==> config.mk <==
export PLATFORM = sky130hd
export DESIGN_NAME = axi_write_monitor
export DESIGN_NICKNAME = d
export VERILOG_FILES = /design/src/common/axi_mon_pkg.sv /design/src/verilog/burst_fifo.sv /design/src/write_check/aw_capture.sv /design/src/write_check/beat_tracker.sv /design/src/verilog/error_report.sv /design/src/verilog/axi_write_monitor.sv
export VERILOG_INCLUDE_DIRS = /design/src /design/src/common
export SDC_FILE = /design/constraint.sdc
export NUM_CORES = 1
export LEC_CHECK = 0
export BUFFER_PORTS_ARGS = -buffer_cell sky130_fd_sc_hd__buf_4
export CORE_ASPECT_RATIO = 0.75
export CORE_MARGIN = 2
export CORE_UTILIZATION = 45
export DETAILED_ROUTE_END_ITERATION = 10
export PLACE_DENSITY_LB_ADDON = 0.25
export RECOVER_POWER = 100
export SYNTH_ARGS = -nofsm -noshare
export SYNTH_HDL_FRONTEND = slang
export SYNTH_SLANG_ARGS = --single-unit
==> constraint.sdc <==
create_clock -name clk_i -period 14.47 [get_ports clk_i]
set_input_delay 1.447 -clock clk_i [delete_from_list [all_inputs] [get_ports clk_i]]
set_output_delay 1.447 -clock clk_i [all_outputs]
set_load 0.05 [all_outputs]
==> src/common/axi_mon_consts.svh <==
// Constants for the AXI4 write-path monitor
// Bus field widths, burst FIFO depth and counter limits
`ifndef AXI_MON_CONSTS_SVH
`define AXI_MON_CONSTS_SVH

// Address width of the monitored slave port
`define AXI_ADDR_W 32

// One strobe bit per byte lane of the 64-bit data bus
`define AXI_STRB_W 8

// AWLEN holds the number of beats minus one
`define AXI_LEN_W 8

// AWSIZE encodes the bytes per beat as a power of two
`define AXI_SIZE_W 3

// Bursts that may wait for their write data at the same time
`define BURST_FIFO_DEPTH 8

// Finished bursts that may wait for their B response
`define MAX_OUTSTANDING 14

// Width of the error and completed-burst counters
`define ERR_CNT_W 16

`endif

==> src/common/axi_mon_pkg.sv <==
// Types shared by the write-path monitor
// Field types, error codes and the beat tracker states
`default_nettype none

`include "axi_mon_consts.svh"

package axi_mon_pkg;

    typedef logic [`AXI_ADDR_W-1:0] addr_t;
    typedef logic [`AXI_LEN_W-1:0]  len_t;
    typedef logic [`AXI_SIZE_W-1:0] size_t;
    typedef logic [`AXI_STRB_W-1:0] strb_t;

    // Each code is also the bit position of its sticky flag
    typedef enum logic [2:0] {
        ERR_AW_OVERFLOW = 3'd0,
        ERR_W_NO_AW     = 3'd1,
        ERR_WLAST       = 3'd2,
        ERR_STRB        = 3'd3,
        ERR_B_NO_WRITE  = 3'd4
    } err_code_e;

    // Number of sticky error flags
    localparam int unsigned NUM_ERR = int'(ERR_B_NO_WRITE) + 1;

    // BT_IDLE means the next accepted beat opens a burst
    typedef enum logic {
        BT_IDLE  = 1'b0,
        BT_BURST = 1'b1
    } beat_state_e;

endpackage

`default_nettype wire

==> src/verilog/burst_fifo.sv <==
// Synchronous FIFO for packed burst descriptors
// Circular buffer with read and write pointers and an occupancy count
`timescale 1ns/1ns
`default_nettype none

module burst_fifo #(
    parameter int unsigned DEPTH = 8,
    parameter int unsigned WIDTH = 8
) (
    input  wire              clk_i,
    input  wire              rst_ni,
    input  wire              push_i,
    input  wire              pop_i,
    input  wire  [WIDTH-1:0] data_i,
    output logic [WIDTH-1:0] data_o,
    output logic             empty_o,
    output logic             full_o
);

    localparam int unsigned PTR_W = (DEPTH > 1) ? $clog2(DEPTH) : 1;
    localparam int unsigned CNT_W = $clog2(DEPTH + 1);

    logic [WIDTH-1:0] mem_q [DEPTH];
    logic [PTR_W-1:0] wr_ptr_q;
    logic [PTR_W-1:0] rd_ptr_q;
    logic [CNT_W-1:0] count_q;

    // Pointers wrap at DEPTH so any depth works, not only powers of two
    function automatic logic [PTR_W-1:0] ptr_inc(input logic [PTR_W-1:0] ptr);
        if (ptr == PTR_W'(DEPTH - 1)) begin
            return '0;
        end
        return ptr + 1'b1;
    endfunction

    always_ff @(posedge clk_i or negedge rst_ni) begin
        if (!rst_ni) begin
            wr_ptr_q <= '0;
            rd_ptr_q <= '0;
            count_q  <= '0;
        end else begin
            if (push_i) begin
                wr_ptr_q <= ptr_inc(wr_ptr_q);
            end
            if (pop_i) begin
                rd_ptr_q <= ptr_inc(rd_ptr_q);
            end
            // A push and a pop together leave the occupancy unchanged
            case ({push_i, pop_i})
                2'b10:   count_q <= count_q + 1'b1;
                2'b01:   count_q <= count_q - 1'b1;
                default: count_q <= count_q;
            endcase
        end
    end

    // Write port
    always_ff @(posedge clk_i) begin
        if (push_i) begin
            mem_q[wr_ptr_q] <= data_i;
        end
    end

    // The head entry is visible as soon as it is written
    assign data_o  = mem_q[rd_ptr_q];
    assign empty_o = (count_q == '0);
    assign full_o  = (count_q == CNT_W'(DEPTH));

    // The owner only pops an entry that exists
    a_no_underflow: assert property (@(posedge clk_i) disable iff (!rst_ni)
        pop_i |-> !empty_o)
        else $error("burst_fifo pop while empty");

    // The owner drops new entries instead of pushing into a full buffer
    a_no_overflow: assert property (@(posedge clk_i) disable iff (!rst_ni)
        push_i |-> !full_o)
        else $error("burst_fifo push while full");

endmodule

`default_nettype wire

==> src/write_check/aw_capture.sv <==
// AW channel capture for the write-path monitor
// Queues accepted bursts and presents the descriptor of the current one
`timescale 1ns/1ns
`default_nettype none

`include "axi_mon_consts.svh"

module aw_capture (
    input  wire                clk_i,
    input  wire                rst_ni,
    input  wire                aw_valid_i,
    input  wire                aw_ready_i,
    input  wire  axi_mon_pkg::addr_t aw_addr_i,
    input  wire  axi_mon_pkg::len_t  aw_len_i,
    input  wire  axi_mon_pkg::size_t aw_size_i,
    input  wire                burst_done_i,
    output logic               desc_valid_o,
    output axi_mon_pkg::addr_t desc_addr_o,
    output axi_mon_pkg::len_t  desc_len_o,
    output axi_mon_pkg::size_t desc_size_o,
    output logic               overflow_o
);

    import axi_mon_pkg::*;

    // A descriptor is the address, length and size of one burst
    localparam int unsigned DESC_W = $bits(addr_t) + $bits(len_t) + $bits(size_t);

    logic              aw_hsk;
    logic              fifo_empty;
    logic              fifo_full;
    logic              push;
    logic              pop;
    logic              bypass_done;
    logic [DESC_W-1:0] desc_bus;
    logic [DESC_W-1:0] desc_head;

    // A handshake needs valid and ready high together
    assign aw_hsk   = aw_valid_i && aw_ready_i;
    assign desc_bus = {aw_addr_i, aw_len_i, aw_size_i};

    // Bypass case where a burst arrives on an empty queue and finishes
    // with a single beat in the very same cycle
    assign bypass_done = aw_hsk && fifo_empty && burst_done_i;

    // A burst that finished on arrival needs no queue entry
    // A burst arriving on a full queue is dropped and reported
    assign push       = aw_hsk && !fifo_full && !bypass_done;
    assign pop        = burst_done_i && !fifo_empty;
    assign overflow_o = aw_hsk && fifo_full;

    burst_fifo #(
        .DEPTH (`BURST_FIFO_DEPTH),
        .WIDTH (DESC_W)
    ) i_burst_fifo (
        .clk_i   (clk_i),
        .rst_ni  (rst_ni),
        .push_i  (push),
        .pop_i   (pop),
        .data_i  (desc_bus),
        .data_o  (desc_head),
        .empty_o (fifo_empty),
        .full_o  (fifo_full)
    );

    // The queue head is always the oldest burst still waiting for data
    // With an empty queue the bus fields pass straight through, so a
    // tracker beat in the same cycle as its AW handshake sees its burst
    assign desc_valid_o = !fifo_empty || aw_hsk;

    assign {desc_addr_o, desc_len_o, desc_size_o} = fifo_empty ? desc_bus : desc_head;

endmodule

`default_nettype wire

==> src/write_check/beat_tracker.sv <==
// W channel beat tracker for the write-path monitor
// Counts beats per burst and checks WLAST and the exact INCR strobe
`timescale 1ns/1ns
`default_nettype none

`include "axi_mon_consts.svh"

module beat_tracker (
    input  wire                clk_i,
    input  wire                rst_ni,
    input  wire                w_valid_i,
    input  wire                w_ready_i,
    input  wire  axi_mon_pkg::strb_t w_strb_i,
    input  wire                w_last_i,
    input  wire                desc_valid_i,
    input  wire  axi_mon_pkg::addr_t desc_addr_i,
    input  wire  axi_mon_pkg::len_t  desc_len_i,
    input  wire  axi_mon_pkg::size_t desc_size_i,
    output logic               burst_done_o,
    output logic               wlast_err_o,
    output logic               strb_err_o,
    output logic               no_aw_err_o,
    output logic               burst_ok_o
);

    import axi_mon_pkg::*;

    // Bits needed to name a byte lane of the data bus
    localparam int unsigned LANE_W = $clog2(`AXI_STRB_W);

    beat_state_e       state_q;
    beat_state_e       state_d;
    len_t              beat_cnt_q;
    len_t              beat_cnt_d;
    logic [LANE_W-1:0] lane_q;
    logic [LANE_W-1:0] lane_d;
    logic              err_seen_q;
    logic              err_seen_d;

    logic              w_hsk;
    logic              beat_take;
    len_t              beat_idx;
    logic [LANE_W-1:0] cur_lane;
    logic [LANE_W-1:0] next_lane;
    size_t             size_eff;
    logic [LANE_W:0]   size_bytes;
    logic [LANE_W:0]   chunk_base;
    logic [LANE_W:0]   chunk_end;
    strb_t             exp_strb;
    logic              last_exp;
    logic              burst_end;

    assign w_hsk     = w_valid_i && w_ready_i;
    assign beat_take = w_hsk && desc_valid_i;

    // The first beat of a burst starts at the address offset in the bus word
    assign beat_idx = (state_q == BT_IDLE) ? '0 : beat_cnt_q;
    assign cur_lane = (state_q == BT_IDLE) ? desc_addr_i[LANE_W-1:0] : lane_q;

    // Sizes wider than the bus are treated as full width
    assign size_eff   = (desc_size_i > size_t'(LANE_W)) ? size_t'(LANE_W) : desc_size_i;
    assign size_bytes = {{LANE_W{1'b0}}, 1'b1} << size_eff;

    // Lanes of the size-aligned chunk that holds the running lane
    assign chunk_base = {1'b0, cur_lane} & ~(size_bytes - 1'b1);
    assign chunk_end  = chunk_base + size_bytes - 1'b1;
    assign next_lane  = chunk_base[LANE_W-1:0] + size_bytes[LANE_W-1:0];

    // Unaligned first beats only cover the lanes from the address upwards
    always_comb begin
        exp_strb = '0;
        for (int i = 0; i < `AXI_STRB_W; i++) begin
            if (((LANE_W+1)'(i) >= {1'b0, cur_lane}) && ((LANE_W+1)'(i) <= chunk_end)) begin
                exp_strb[i] = 1'b1;
            end
        end
    end

    // WLAST belongs exactly on beat index len
    assign last_exp  = (beat_idx == desc_len_i);
    assign burst_end = last_exp || w_last_i;

    assign no_aw_err_o  = w_hsk && !desc_valid_i;
    assign strb_err_o   = beat_take && (w_strb_i != exp_strb);
    assign wlast_err_o  = beat_take && (w_last_i != last_exp);
    assign burst_done_o = beat_take && burst_end;
    assign burst_ok_o   = burst_done_o && !err_seen_q && !strb_err_o && !wlast_err_o;

    always_comb begin
        state_d    = state_q;
        beat_cnt_d = beat_cnt_q;
        lane_d     = lane_q;
        err_seen_d = err_seen_q;
        if (beat_take) begin
            if (burst_end) begin
                state_d    = BT_IDLE;
                beat_cnt_d = '0;
                lane_d     = '0;
                err_seen_d = 1'b0;
            end else begin
                state_d    = BT_BURST;
                beat_cnt_d = beat_idx + 1'b1;
                lane_d     = next_lane;
                // A burst with any bad beat is not counted as completed
                err_seen_d = err_seen_q || strb_err_o || wlast_err_o;
            end
        end
    end

    always_ff @(posedge clk_i or negedge rst_ni) begin
        if (!rst_ni) begin
            state_q    <= BT_IDLE;
            beat_cnt_q <= '0;
            lane_q     <= '0;
            err_seen_q <= 1'b0;
        end else begin
            state_q    <= state_d;
            beat_cnt_q <= beat_cnt_d;
            lane_q     <= lane_d;
            err_seen_q <= err_seen_d;
        end
    end

    // The capture side must hold the open burst until its last beat
    a_beat_in_range: assert property (@(posedge clk_i) disable iff (!rst_ni)
        state_q == BT_BURST |-> desc_valid_i && (beat_cnt_q <= desc_len_i))
        else $error("beat_tracker beat index beyond burst length");

endmodule

`default_nettype wire

==> src/verilog/error_report.sv <==
// Error reporting for the write-path monitor
// Sticky flags, error and burst counters, and the outstanding B check
`timescale 1ns/1ns
`default_nettype none

`include "axi_mon_consts.svh"

module error_report (
    input  wire                                clk_i,
    input  wire                                rst_ni,
    input  wire                                b_valid_i,
    input  wire                                b_ready_i,
    input  wire                                overflow_i,
    input  wire                                no_aw_i,
    input  wire                                wlast_err_i,
    input  wire                                strb_err_i,
    input  wire                                burst_ok_i,
    input  wire                                burst_done_i,
    output logic [axi_mon_pkg::NUM_ERR-1:0]    err_flags_o,
    output logic [`ERR_CNT_W-1:0]              err_count_o,
    output logic [`ERR_CNT_W-1:0]              bursts_done_o
);

    import axi_mon_pkg::*;

    localparam int unsigned CNT_W   = `ERR_CNT_W;
    localparam int unsigned MAX_OUT = `MAX_OUTSTANDING;
    localparam int unsigned OUTST_W = $clog2(MAX_OUT + 1);
    localparam int unsigned EVT_W   = $clog2(NUM_ERR + 1);

    logic               b_hsk;
    logic               b_no_write;
    logic [OUTST_W-1:0] outst_q;
    logic [NUM_ERR-1:0] evt;
    logic [EVT_W-1:0]   evt_num;

    // A B response needs a finished burst still waiting for it
    assign b_hsk      = b_valid_i && b_ready_i;
    assign b_no_write = b_hsk && (outst_q == '0);

    always_ff @(posedge clk_i or negedge rst_ni) begin
        if (!rst_ni) begin
            outst_q <= '0;
        end else begin
            case ({burst_done_i, b_hsk && !b_no_write})
                2'b10:   outst_q <= outst_q + 1'b1;
                2'b01:   outst_q <= outst_q - 1'b1;
                default: outst_q <= outst_q;
            endcase
        end
    end

    // Strobes placed by error code, then counted
    always_comb begin
        evt                  = '0;
        evt[ERR_AW_OVERFLOW] = overflow_i;
        evt[ERR_W_NO_AW]     = no_aw_i;
        evt[ERR_WLAST]       = wlast_err_i;
        evt[ERR_STRB]        = strb_err_i;
        evt[ERR_B_NO_WRITE]  = b_no_write;
        evt_num              = '0;
        for (int i = 0; i < NUM_ERR; i++) begin
            evt_num = evt_num + EVT_W'(evt[i]);
        end
    end

    always_ff @(posedge clk_i or negedge rst_ni) begin
        if (!rst_ni) begin
            err_flags_o   <= '0;
            err_count_o   <= '0;
            bursts_done_o <= '0;
        end else begin
            err_flags_o <= err_flags_o | evt;
            // Different errors in one cycle each count once
            err_count_o <= err_count_o + CNT_W'(evt_num);
            if (burst_ok_i) begin
                bursts_done_o <= bursts_done_o + 1'b1;
            end
        end
    end

    // The bus keeps the number of unanswered writes within the slave limit
    a_outst_limit: assert property (@(posedge clk_i) disable iff (!rst_ni)
        outst_q <= MAX_OUT)
        else $error("error_report too many writes awaiting a response");

endmodule

`default_nettype wire

==> src/verilog/axi_write_monitor.sv <==
// Passive checker for the write path of a 64-bit AXI4 slave port
// Watches AW, W and B and reports protocol errors and completed bursts
`timescale 1ns/1ns
`default_nettype none

`include "axi_mon_consts.svh"

module axi_write_monitor (
    input  wire                                clk_i,
    input  wire                                rst_ni,
    input  wire                                aw_valid_i,
    input  wire                                aw_ready_i,
    input  wire  axi_mon_pkg::addr_t           aw_addr_i,
    input  wire  axi_mon_pkg::len_t            aw_len_i,
    input  wire  axi_mon_pkg::size_t           aw_size_i,
    input  wire                                w_valid_i,
    input  wire                                w_ready_i,
    input  wire  axi_mon_pkg::strb_t           w_strb_i,
    input  wire                                w_last_i,
    input  wire                                b_valid_i,
    input  wire                                b_ready_i,
    output logic [axi_mon_pkg::NUM_ERR-1:0]    err_flags_o,
    output logic [`ERR_CNT_W-1:0]              err_count_o,
    output logic [`ERR_CNT_W-1:0]              bursts_done_o
);

    import axi_mon_pkg::*;

    // Current burst descriptor from the AW side
    logic  desc_valid;
    addr_t desc_addr;
    len_t  desc_len;
    size_t desc_size;

    // Tracker result and one-cycle error strobes
    logic burst_done;
    logic overflow_evt;
    logic wlast_err_evt;
    logic strb_err_evt;
    logic no_aw_evt;
    logic burst_ok_evt;

    aw_capture i_aw_capture (
        .clk_i        (clk_i),
        .rst_ni       (rst_ni),
        .aw_valid_i   (aw_valid_i),
        .aw_ready_i   (aw_ready_i),
        .aw_addr_i    (aw_addr_i),
        .aw_len_i     (aw_len_i),
        .aw_size_i    (aw_size_i),
        .burst_done_i (burst_done),
        .desc_valid_o (desc_valid),
        .desc_addr_o  (desc_addr),
        .desc_len_o   (desc_len),
        .desc_size_o  (desc_size),
        .overflow_o   (overflow_evt)
    );

    beat_tracker i_beat_tracker (
        .clk_i        (clk_i),
        .rst_ni       (rst_ni),
        .w_valid_i    (w_valid_i),
        .w_ready_i    (w_ready_i),
        .w_strb_i     (w_strb_i),
        .w_last_i     (w_last_i),
        .desc_valid_i (desc_valid),
        .desc_addr_i  (desc_addr),
        .desc_len_i   (desc_len),
        .desc_size_i  (desc_size),
        .burst_done_o (burst_done),
        .wlast_err_o  (wlast_err_evt),
        .strb_err_o   (strb_err_evt),
        .no_aw_err_o  (no_aw_evt),
        .burst_ok_o   (burst_ok_evt)
    );

    error_report i_error_report (
        .clk_i         (clk_i),
        .rst_ni        (rst_ni),
        .b_valid_i     (b_valid_i),
        .b_ready_i     (b_ready_i),
        .overflow_i    (overflow_evt),
        .no_aw_i       (no_aw_evt),
        .wlast_err_i   (wlast_err_evt),
        .strb_err_i    (strb_err_evt),
        .burst_ok_i    (burst_ok_evt),
        .burst_done_i  (burst_done),
        .err_flags_o   (err_flags_o),
        .err_count_o   (err_count_o),
        .bursts_done_o (bursts_done_o)
    );

endmodule

`default_nettype wire

==> results.json, run 1 <==
{
  "worst_skew_pair.late_latency_ns": 0.43,
  "track_usage_pct": 18.4,
  "met1_usage_pct": 26.3,
  "drtIter0Drc": 352,
  "antenna_cells": 0,
  "yosys_register_bits": 176,
  "wl_um": 17400,
  "worst_setup_path_end_kind": "flip-flop",
  "outcome": "complete, but fails checks",
  "clk_path_buf_depth": 2,
  "viasPerCell": 5.55,
  "synth_warnings": 0,
  "setup_viol": 0,
  "ys.flop_type": "edfxtp_1",
  "avgRoutedWirePerCell_um": 18.1,
  "power_density_nw_per_um2": 213,
  "synth_edf_count": 112,
  "hold_path_end": "i_error_report.bursts_done_o[15]",
  "port_buffers": 67,
  "flow.area_growth_from_synthesis_pct": 11.9,
  "syn_nets": 721,
  "first_global_vias": 5326,
  "num_vias": 5339,
  "ys_seq_area_share_pct": 58.5,
  "worst_pin_slew_ns": 3.50,
  "max_clock_freq_ghz": 0.0981,
  "relSlewSlack_pct": -133,
  "rows": 43,
  "synth_area_leaders": "edfxtp_1 40%, dfrtp_1 19%, mux4_2 4.5%",
  "rsz0062_at_grt": "no",
  "pre_cts_ws_ns": 6.37,
  "pin_count": 97,
  "fp.dieW_um": 163,
  "final_antenna_net_count": 0,
  "fp.dieH_um": 123,
  "ys_types": 60,
  "worstPathRequired_ns": 14.78,
  "crit_fanout": 43,
  "period_minus_slack_ns": 10.19,
  "finalHoldViolations": 0,
  "dieArea_um2": 20000,
  "regToRegEndpoint": "i_error_report.err_count_o[15]",
  "min_path_type": "reg -> reg",
  "use_met3_pct": 3.96,
  "fill_cells": 1581,
  "seq_area_um2": 4970,
  "cp.buffers_inverters": 6,
  "synth_area_um2": 8480,
  "multiInputGateArea_um2": 3250,
  "core_um2": 18500,
  "p_leak_nw": 3.64,
  "fin_crit_sh_pct": 70.4,
  "holdBufCountCts": 0,
  "critical_path.top_delay_family": "buffers and inverters",
  "fin_nets": 790,
  "initial_core_util_pct": 46.0,
  "drtPass1Iterations": 5,
  "synth_top_area_share_pct": 39.7,
  "whs_ns": 0.463,
  "reg2reg_depth": 29,
  "hold_depth": 1,
  "maxSlewViolCount": 184,
  "worstSetupStartpointType": "flip-flop",
  "cts_resized": 0,
  "async_flop_share_pct": 36.4,
  "dp_hpwl_um": 11700,
  "use_met2_pct": 28.7,
  "grt_pass1_wl_um": 27900,
  "grt_max_degree": 65,
  "cp_slowest_cell": "clkbuf_1",
  "arrival_ns": 10.50,
  "clk_pin_slew_ns": 0.06,
  "cts_tree": "built",
  "setup-tns-final_ns": 0,
  "clock-skew-final_ns": 0.00694,
  "peakVddDrop_v": 0.000214,
  "drive_gt1_share_pct": 11.2,
  "final_cell_mix": "112 x edfxtp_1, 63 x dfrtp_1, 58 x clkbuf_1",
  "root_buffer": "clkbuf_16",
  "clock_sinks": 176,
  "timing.rr.start": "i_aw_capture.i_burst_fifo.rd_ptr_q[0]",
  "numCtsBuffers": 17,
  "yosysTopAreaCell": "edfxtp_1",
  "htreeDepth": 4,
  "top_usage_layer": "met2",
  "gp_congestion": 0.823,
  "avgSynthCellArea_um2": 13.4,
  "critPathKind": "reg -> reg",
  "globalRoute.totalOverflow": 0,
  "hp-start": "i_error_report.bursts_done_o[15]",
  "drv_cap": 8,
  "antenna_found_initial": 0,
  "worst_slack_ns": 4.28,
  "slowest_delay_ns": 2.22,
  "crit_top_cell": "inv_1",
  "regToRegSetupSlack_ns": 4.28,
  "fin_util_pct": 51.4,
  "post_cts.repair.setup_buffers": 0,
  "power_w": 0.00202,
  "violations": "max-capacitance violations, max-slew violations",
  "drc": 0,
  "synthCells": 634,
  "layout_commonest_cell": "edfxtp_1"
}
[layer usage]
metal / wire (um) / part of all wire, % / vias up
met4: 155 / 0.89 / 0
met1: 8330 / 48 / 2694
met5: 0 / 0 / -
met2: 8280 / 47 / 106
met3: 677 / 3.9 / 12
li1: - / - / 2527
[stage by stage]
| stage | std cells | instance area (um^2) |
|---|---|---|
| finish | 962 | 9490 |
| global route | 962 | 9490 |
| CTS | 962 | 9810 |
| detailed placement | 931 | 9280 |
| global placement | 931 | 9280 |
| floorplan | 634 | 8480 |
[logic make-up (layout without fill, tap and decap cells)]
family,after synthesis,count (layout),share of synthesized area (%)
AND/OR/NAND/NOR,184,184,12.3
buffers and inverters,47,128,2.45
adder cells (fa/ha/maj),27,27,4.51
AO/OA/AOI/OAI,94,94,7.85
flip-flops,176,176,58.5
multiplexers,55,55,9.10
XOR/XNOR,51,51,5.27
[final cells by class]
cell class | instances | share of cell area, %
Tap cell | 247 | 3.26
Multi-Input combinational cell | 411 | 34.3
Timing Repair Buffer | 75 | 3.72
Clock buffer | 19 | 4.56
Inverter | 22 | 0.870
Clock inverter | 12 | 1.02
Sequential cell | 176 | 52.3
[worst max path at each step]
stage                                               start                              to  slack, ns  cells past startpoint
finish              i_aw_capture.i_burst_fifo.rd_ptr_q[0]  i_error_report.err_count_o[15]       4.28                     29
global route        i_aw_capture.i_burst_fifo.rd_ptr_q[0]  i_error_report.err_count_o[14]       3.32                     30
CTS                 i_aw_capture.i_burst_fifo.rd_ptr_q[0]  i_error_report.err_count_o[15]       6.59                     30
detailed placement                           aw_size_i[1]  i_error_report.err_count_o[15]       6.37                     29
global placement                             aw_size_i[1]  i_error_report.err_count_o[15]       6.59                     29
floorplan                                    aw_size_i[1]  i_error_report.err_count_o[15]       7.70                     28
[Yosys cell counts (all sizes together) (16+ instances only)]
| master | n |
|---|---|
| edfxtp | 112 |
| mux4 | 17 |
| inv | 22 |
| mux2i | 31 |
| xnor2 | 19 |
| dfrtp | 64 |
| nor2 | 32 |
| nand2 | 47 |
| ha | 21 |
| o21ai | 27 |
| xor2 | 32 |
| buf | 16 |
| nand4 | 18 |
| nand3 | 19 |
[where the power goes]
group,internal (W),switching (W)
sequential,0.000603,0.0000544
combinational,0.000367,0.000580
clock,0.000233,0.000185
[state kept, by name (all words and copies together) (netlist names)]
| signal | cells |
|---|---|
| i_aw_capture.i_burst_fifo.count_q | 4 |
| i_aw_capture.i_burst_fifo.mem_q | 112 |
| i_aw_capture.i_burst_fifo.rd_ptr_q | 3 |
| i_aw_capture.i_burst_fifo.wr_ptr_q | 3 |
| i_beat_tracker.beat_cnt_q | 8 |
| i_beat_tracker.err_seen_q | 1 |
| i_beat_tracker.lane_q | 3 |
| i_beat_tracker.state_q | 1 |
| i_error_report.bursts_done_o | 16 |
| i_error_report.err_count_o | 16 |
| i_error_report.err_flags_o | 5 |
| i_error_report.outst_q | 4 |
[worst reg2reg max path, delay by kind of cell (launching register included)]
family | cells | cell delay, ns
muxes | 1 | 0.44
buffers and inverters | 6 | 3.08
adders and majority gates | 6 | 2.12
DFF | 1 | 0.34
AOI/OAI and AO/OA | 8 | 2.21
and+or+nand+nor | 7 | 1.72
xor gates and xnor gates | 1 | 0.15
Note: power is estimated with default switching activity, not from simulation.
==> run 2: changes to the inputs <==
Clock period 14.47 ns to 8.8 ns, I/O delays scaled along.
==> run 2 against run 1 <==
The run still ends with max-capacitance violations, max-slew violations left. Non-clock buffer count rose by 2. Sequential power rose by 69%. Highest routed layer unchanged. Clock power rose by 84%. Critical endpoint unchanged.
==> results.json, run 2 (same netlist as run 1, synthesis figures left out) <==
{
  "antenna_found_initial": 0,
  "cp_slowest_cell": "or4_1",
  "clk_pin_slew_ns": 0.07,
  "drc": 0,
  "worstPathRequired_ns": 9.12,
  "flow.area_growth_from_synthesis_pct": 13.1,
  "globalRoute.totalOverflow": 0,
  "fill_cells": 1584,
  "relSlewSlack_pct": -132,
  "setup-tns-final_ns": 0,
  "seq_area_um2": 4970,
  "sw_frac_of_total_pct": 41.1,
  "core_um2": 18500,
  "worst_slack_ns": 0.938,
  "antenna_cells": 0,
  "min_path_type": "reg -> reg",
  "cp-endpoint": "i_error_report.err_count_o[15]",
  "clk_path_buf_depth": 2,
  "regToRegEndpoint": "i_error_report.err_count_o[15]",
  "wl_um": 17800,
  "numCtsBuffers": 17,
  "fp.dieH_um": 123,
  "setup_viol": 0,
  "num_vias": 5434,
  "worst_pin_slew_ns": 3.48,
  "fin_crit_sh_pct": 89.3,
  "port_buffers": 67,
  "power_w": 0.00342,
  "fin_nets": 792,
  "maxSlewViolCount": 140,
  "p_seq_share_pct": 32.5,
  "regMostFlops": "i_aw_capture.i_burst_fifo.mem_q",
  "violations": "max-capacitance violations, max-slew violations",
  "drtPass1Iterations": 4,
  "fp.dieW_um": 163,
  "crit_fanout": 17,
  "gp_congestion": 0.817,
  "worst_skew_pair.late_latency_ns": 0.44,
  "dp_hpwl_um": 12100,
  "p_leak_nw": 3.71,
  "clock_sinks": 176,
  "largest_register_ffs": 112,
  "final_antenna_net_count": 0,
  "power_density_nw_per_um2": 357,
  "layout_commonest_cell": "edfxtp_1",
  "track_usage_pct": 19.1,
  "drive_gt1_share_pct": 12.8,
  "grt_pass1_wl_um": 28900,
  "post_cts.repair.setup_buffers": 0,
  "avgRoutedWirePerCell_um": 18.4,
  "worstSetupStartpointType": "flip-flop",
  "cts_tree": "built",
  "period_minus_slack_ns": 7.86,
  "whs_ns": 0.470,
  "peakVddDrop_v": 0.000228,
  "critPathKind": "reg -> reg",
  "pin_count": 97,
  "dieArea_um2": 20000,
  "clock-skew-final_ns": 0.0116,
  "first_global_vias": 5430,
  "drtIter0Drc": 404,
  "max_clock_freq_ghz": 0.127,
  "root_buffer": "clkbuf_16",
  "p_int_w": 0.00201,
  "holdBufCountCts": 0,
  "rsz0062_at_grt": "no",
  "regToRegSetupSlack_ns": 0.94,
  "cts_resized": 0,
  "pwr-share-comb_pct": 45.0,
  "slowest_delay_ns": 0.76,
  "htreeDepth": 4,
  "arrival_ns": 8.18,
  "reg.largest.list": "i_aw_capture.i_burst_fifo.mem_q x112, i_error_report.bursts_done_o x16, i_error_report.err_count_o x16",
  "rows": 43,
  "p_sw_w": 0.00141,
  "finalHoldViolations": 0,
  "crit_path_start": "i_aw_capture.i_burst_fifo.count_q[3]",
  "reg2reg_depth": 28,
  "initial_core_util_pct": 46.0,
  "timing.rr.start": "i_aw_capture.i_burst_fifo.count_q[3]",
  "drv_cap": 6,
  "worst_setup_path_end_kind": "flip-flop",
  "pre_cts_ws_ns": 1.19,
  "final_cell_mix": "112 x edfxtp_1, 63 x dfrtp_1, 54 x clkbuf_1",
  "multiInputGateArea_um2": 3260,
  "outcome": "complete, but fails checks",
  "p_clk_share_pct": 22.5,
  "grt_max_degree": 65,
  "viasPerCell": 5.63
}
-- run 2: how the worst min path moves through the flow --
stage | endpoint | cells past startpoint | slack, ns | startpoint
finish | i_beat_tracker.beat_cnt_q[1] | 2 | 0.47 | i_beat_tracker.beat_cnt_q[1]
global placement | i_beat_tracker.beat_cnt_q[1] | 2 | 0.44 | i_beat_tracker.beat_cnt_q[1]
detailed placement | i_beat_tracker.beat_cnt_q[1] | 2 | 0.46 | i_beat_tracker.beat_cnt_q[1]
CTS | i_beat_tracker.beat_cnt_q[1] | 2 | 0.47 | i_beat_tracker.beat_cnt_q[1]
global route | i_error_report.err_flags_o[0] | 1 | 0.50 | i_error_report.err_flags_o[0]
floorplan | i_beat_tracker.beat_cnt_q[1] | 2 | 0.43 | i_beat_tracker.beat_cnt_q[1]
-- run 2: power groups by stage --
stage	Clock [W]	Combinational [W]	Sequential [W]
after floorplan	0	0.00120	0.00114
after global placement	0	0.00153	0.00112
after detailed placement	0	0.00160	0.00113
after CTS	0.000785	0.00160	0.00111
after global routing	0.000818	0.00172	0.00113
final	0.000770	0.00154	0.00111
-- run 2: critical path: cells and delay by family, from the launching register on --
family / cells / cell delay [ns]
buffers and inverters: 4 / 0.38
and+or+nand+nor: 9 / 2.56
AOI/OAI and AO/OA: 7 / 1.88
DFF: 1 / 0.45
adders and majority gates: 6 / 2.17
xor gates and xnor gates: 2 / 0.30
-- run 2: final cells by class --
class	count	area share [%]
Timing Repair Buffer	77	3.91
Multi-Input combinational cell	411	34.0
Clock buffer	17	4.44
Clock inverter	15	1.83
Inverter	22	0.861
Sequential cell	176	51.8
Tap cell	247	3.22
-- run 2: metal layers --
| metal | GRT usage, % | part of all wire [%] | vias to the layer above | wire length (um) |
|---|---|---|---|---|
| met5 | 0 | 0 | - | 0 |
| met4 | 7.08 | 1.8 | 0 | 312 |
| met1 | 27.7 | 47 | 2726 | 8400 |
| met3 | 3.42 | 4.3 | 25 | 759 |
| li1 | - | - | 2544 | - |
| met2 | 28.9 | 47 | 139 | 8330 |
-- run 2: stage by stage --
step           area (um^2)  std cells  util (%)
2_1_floorplan         8480        634         -
3_3_place_gp          9290        933      50.3
3_5_place_dp          9290        933      50.3
4_1_cts               9890        965      53.6
5_1_grt               9590        965      52.0
6_report              9590        965      52.0
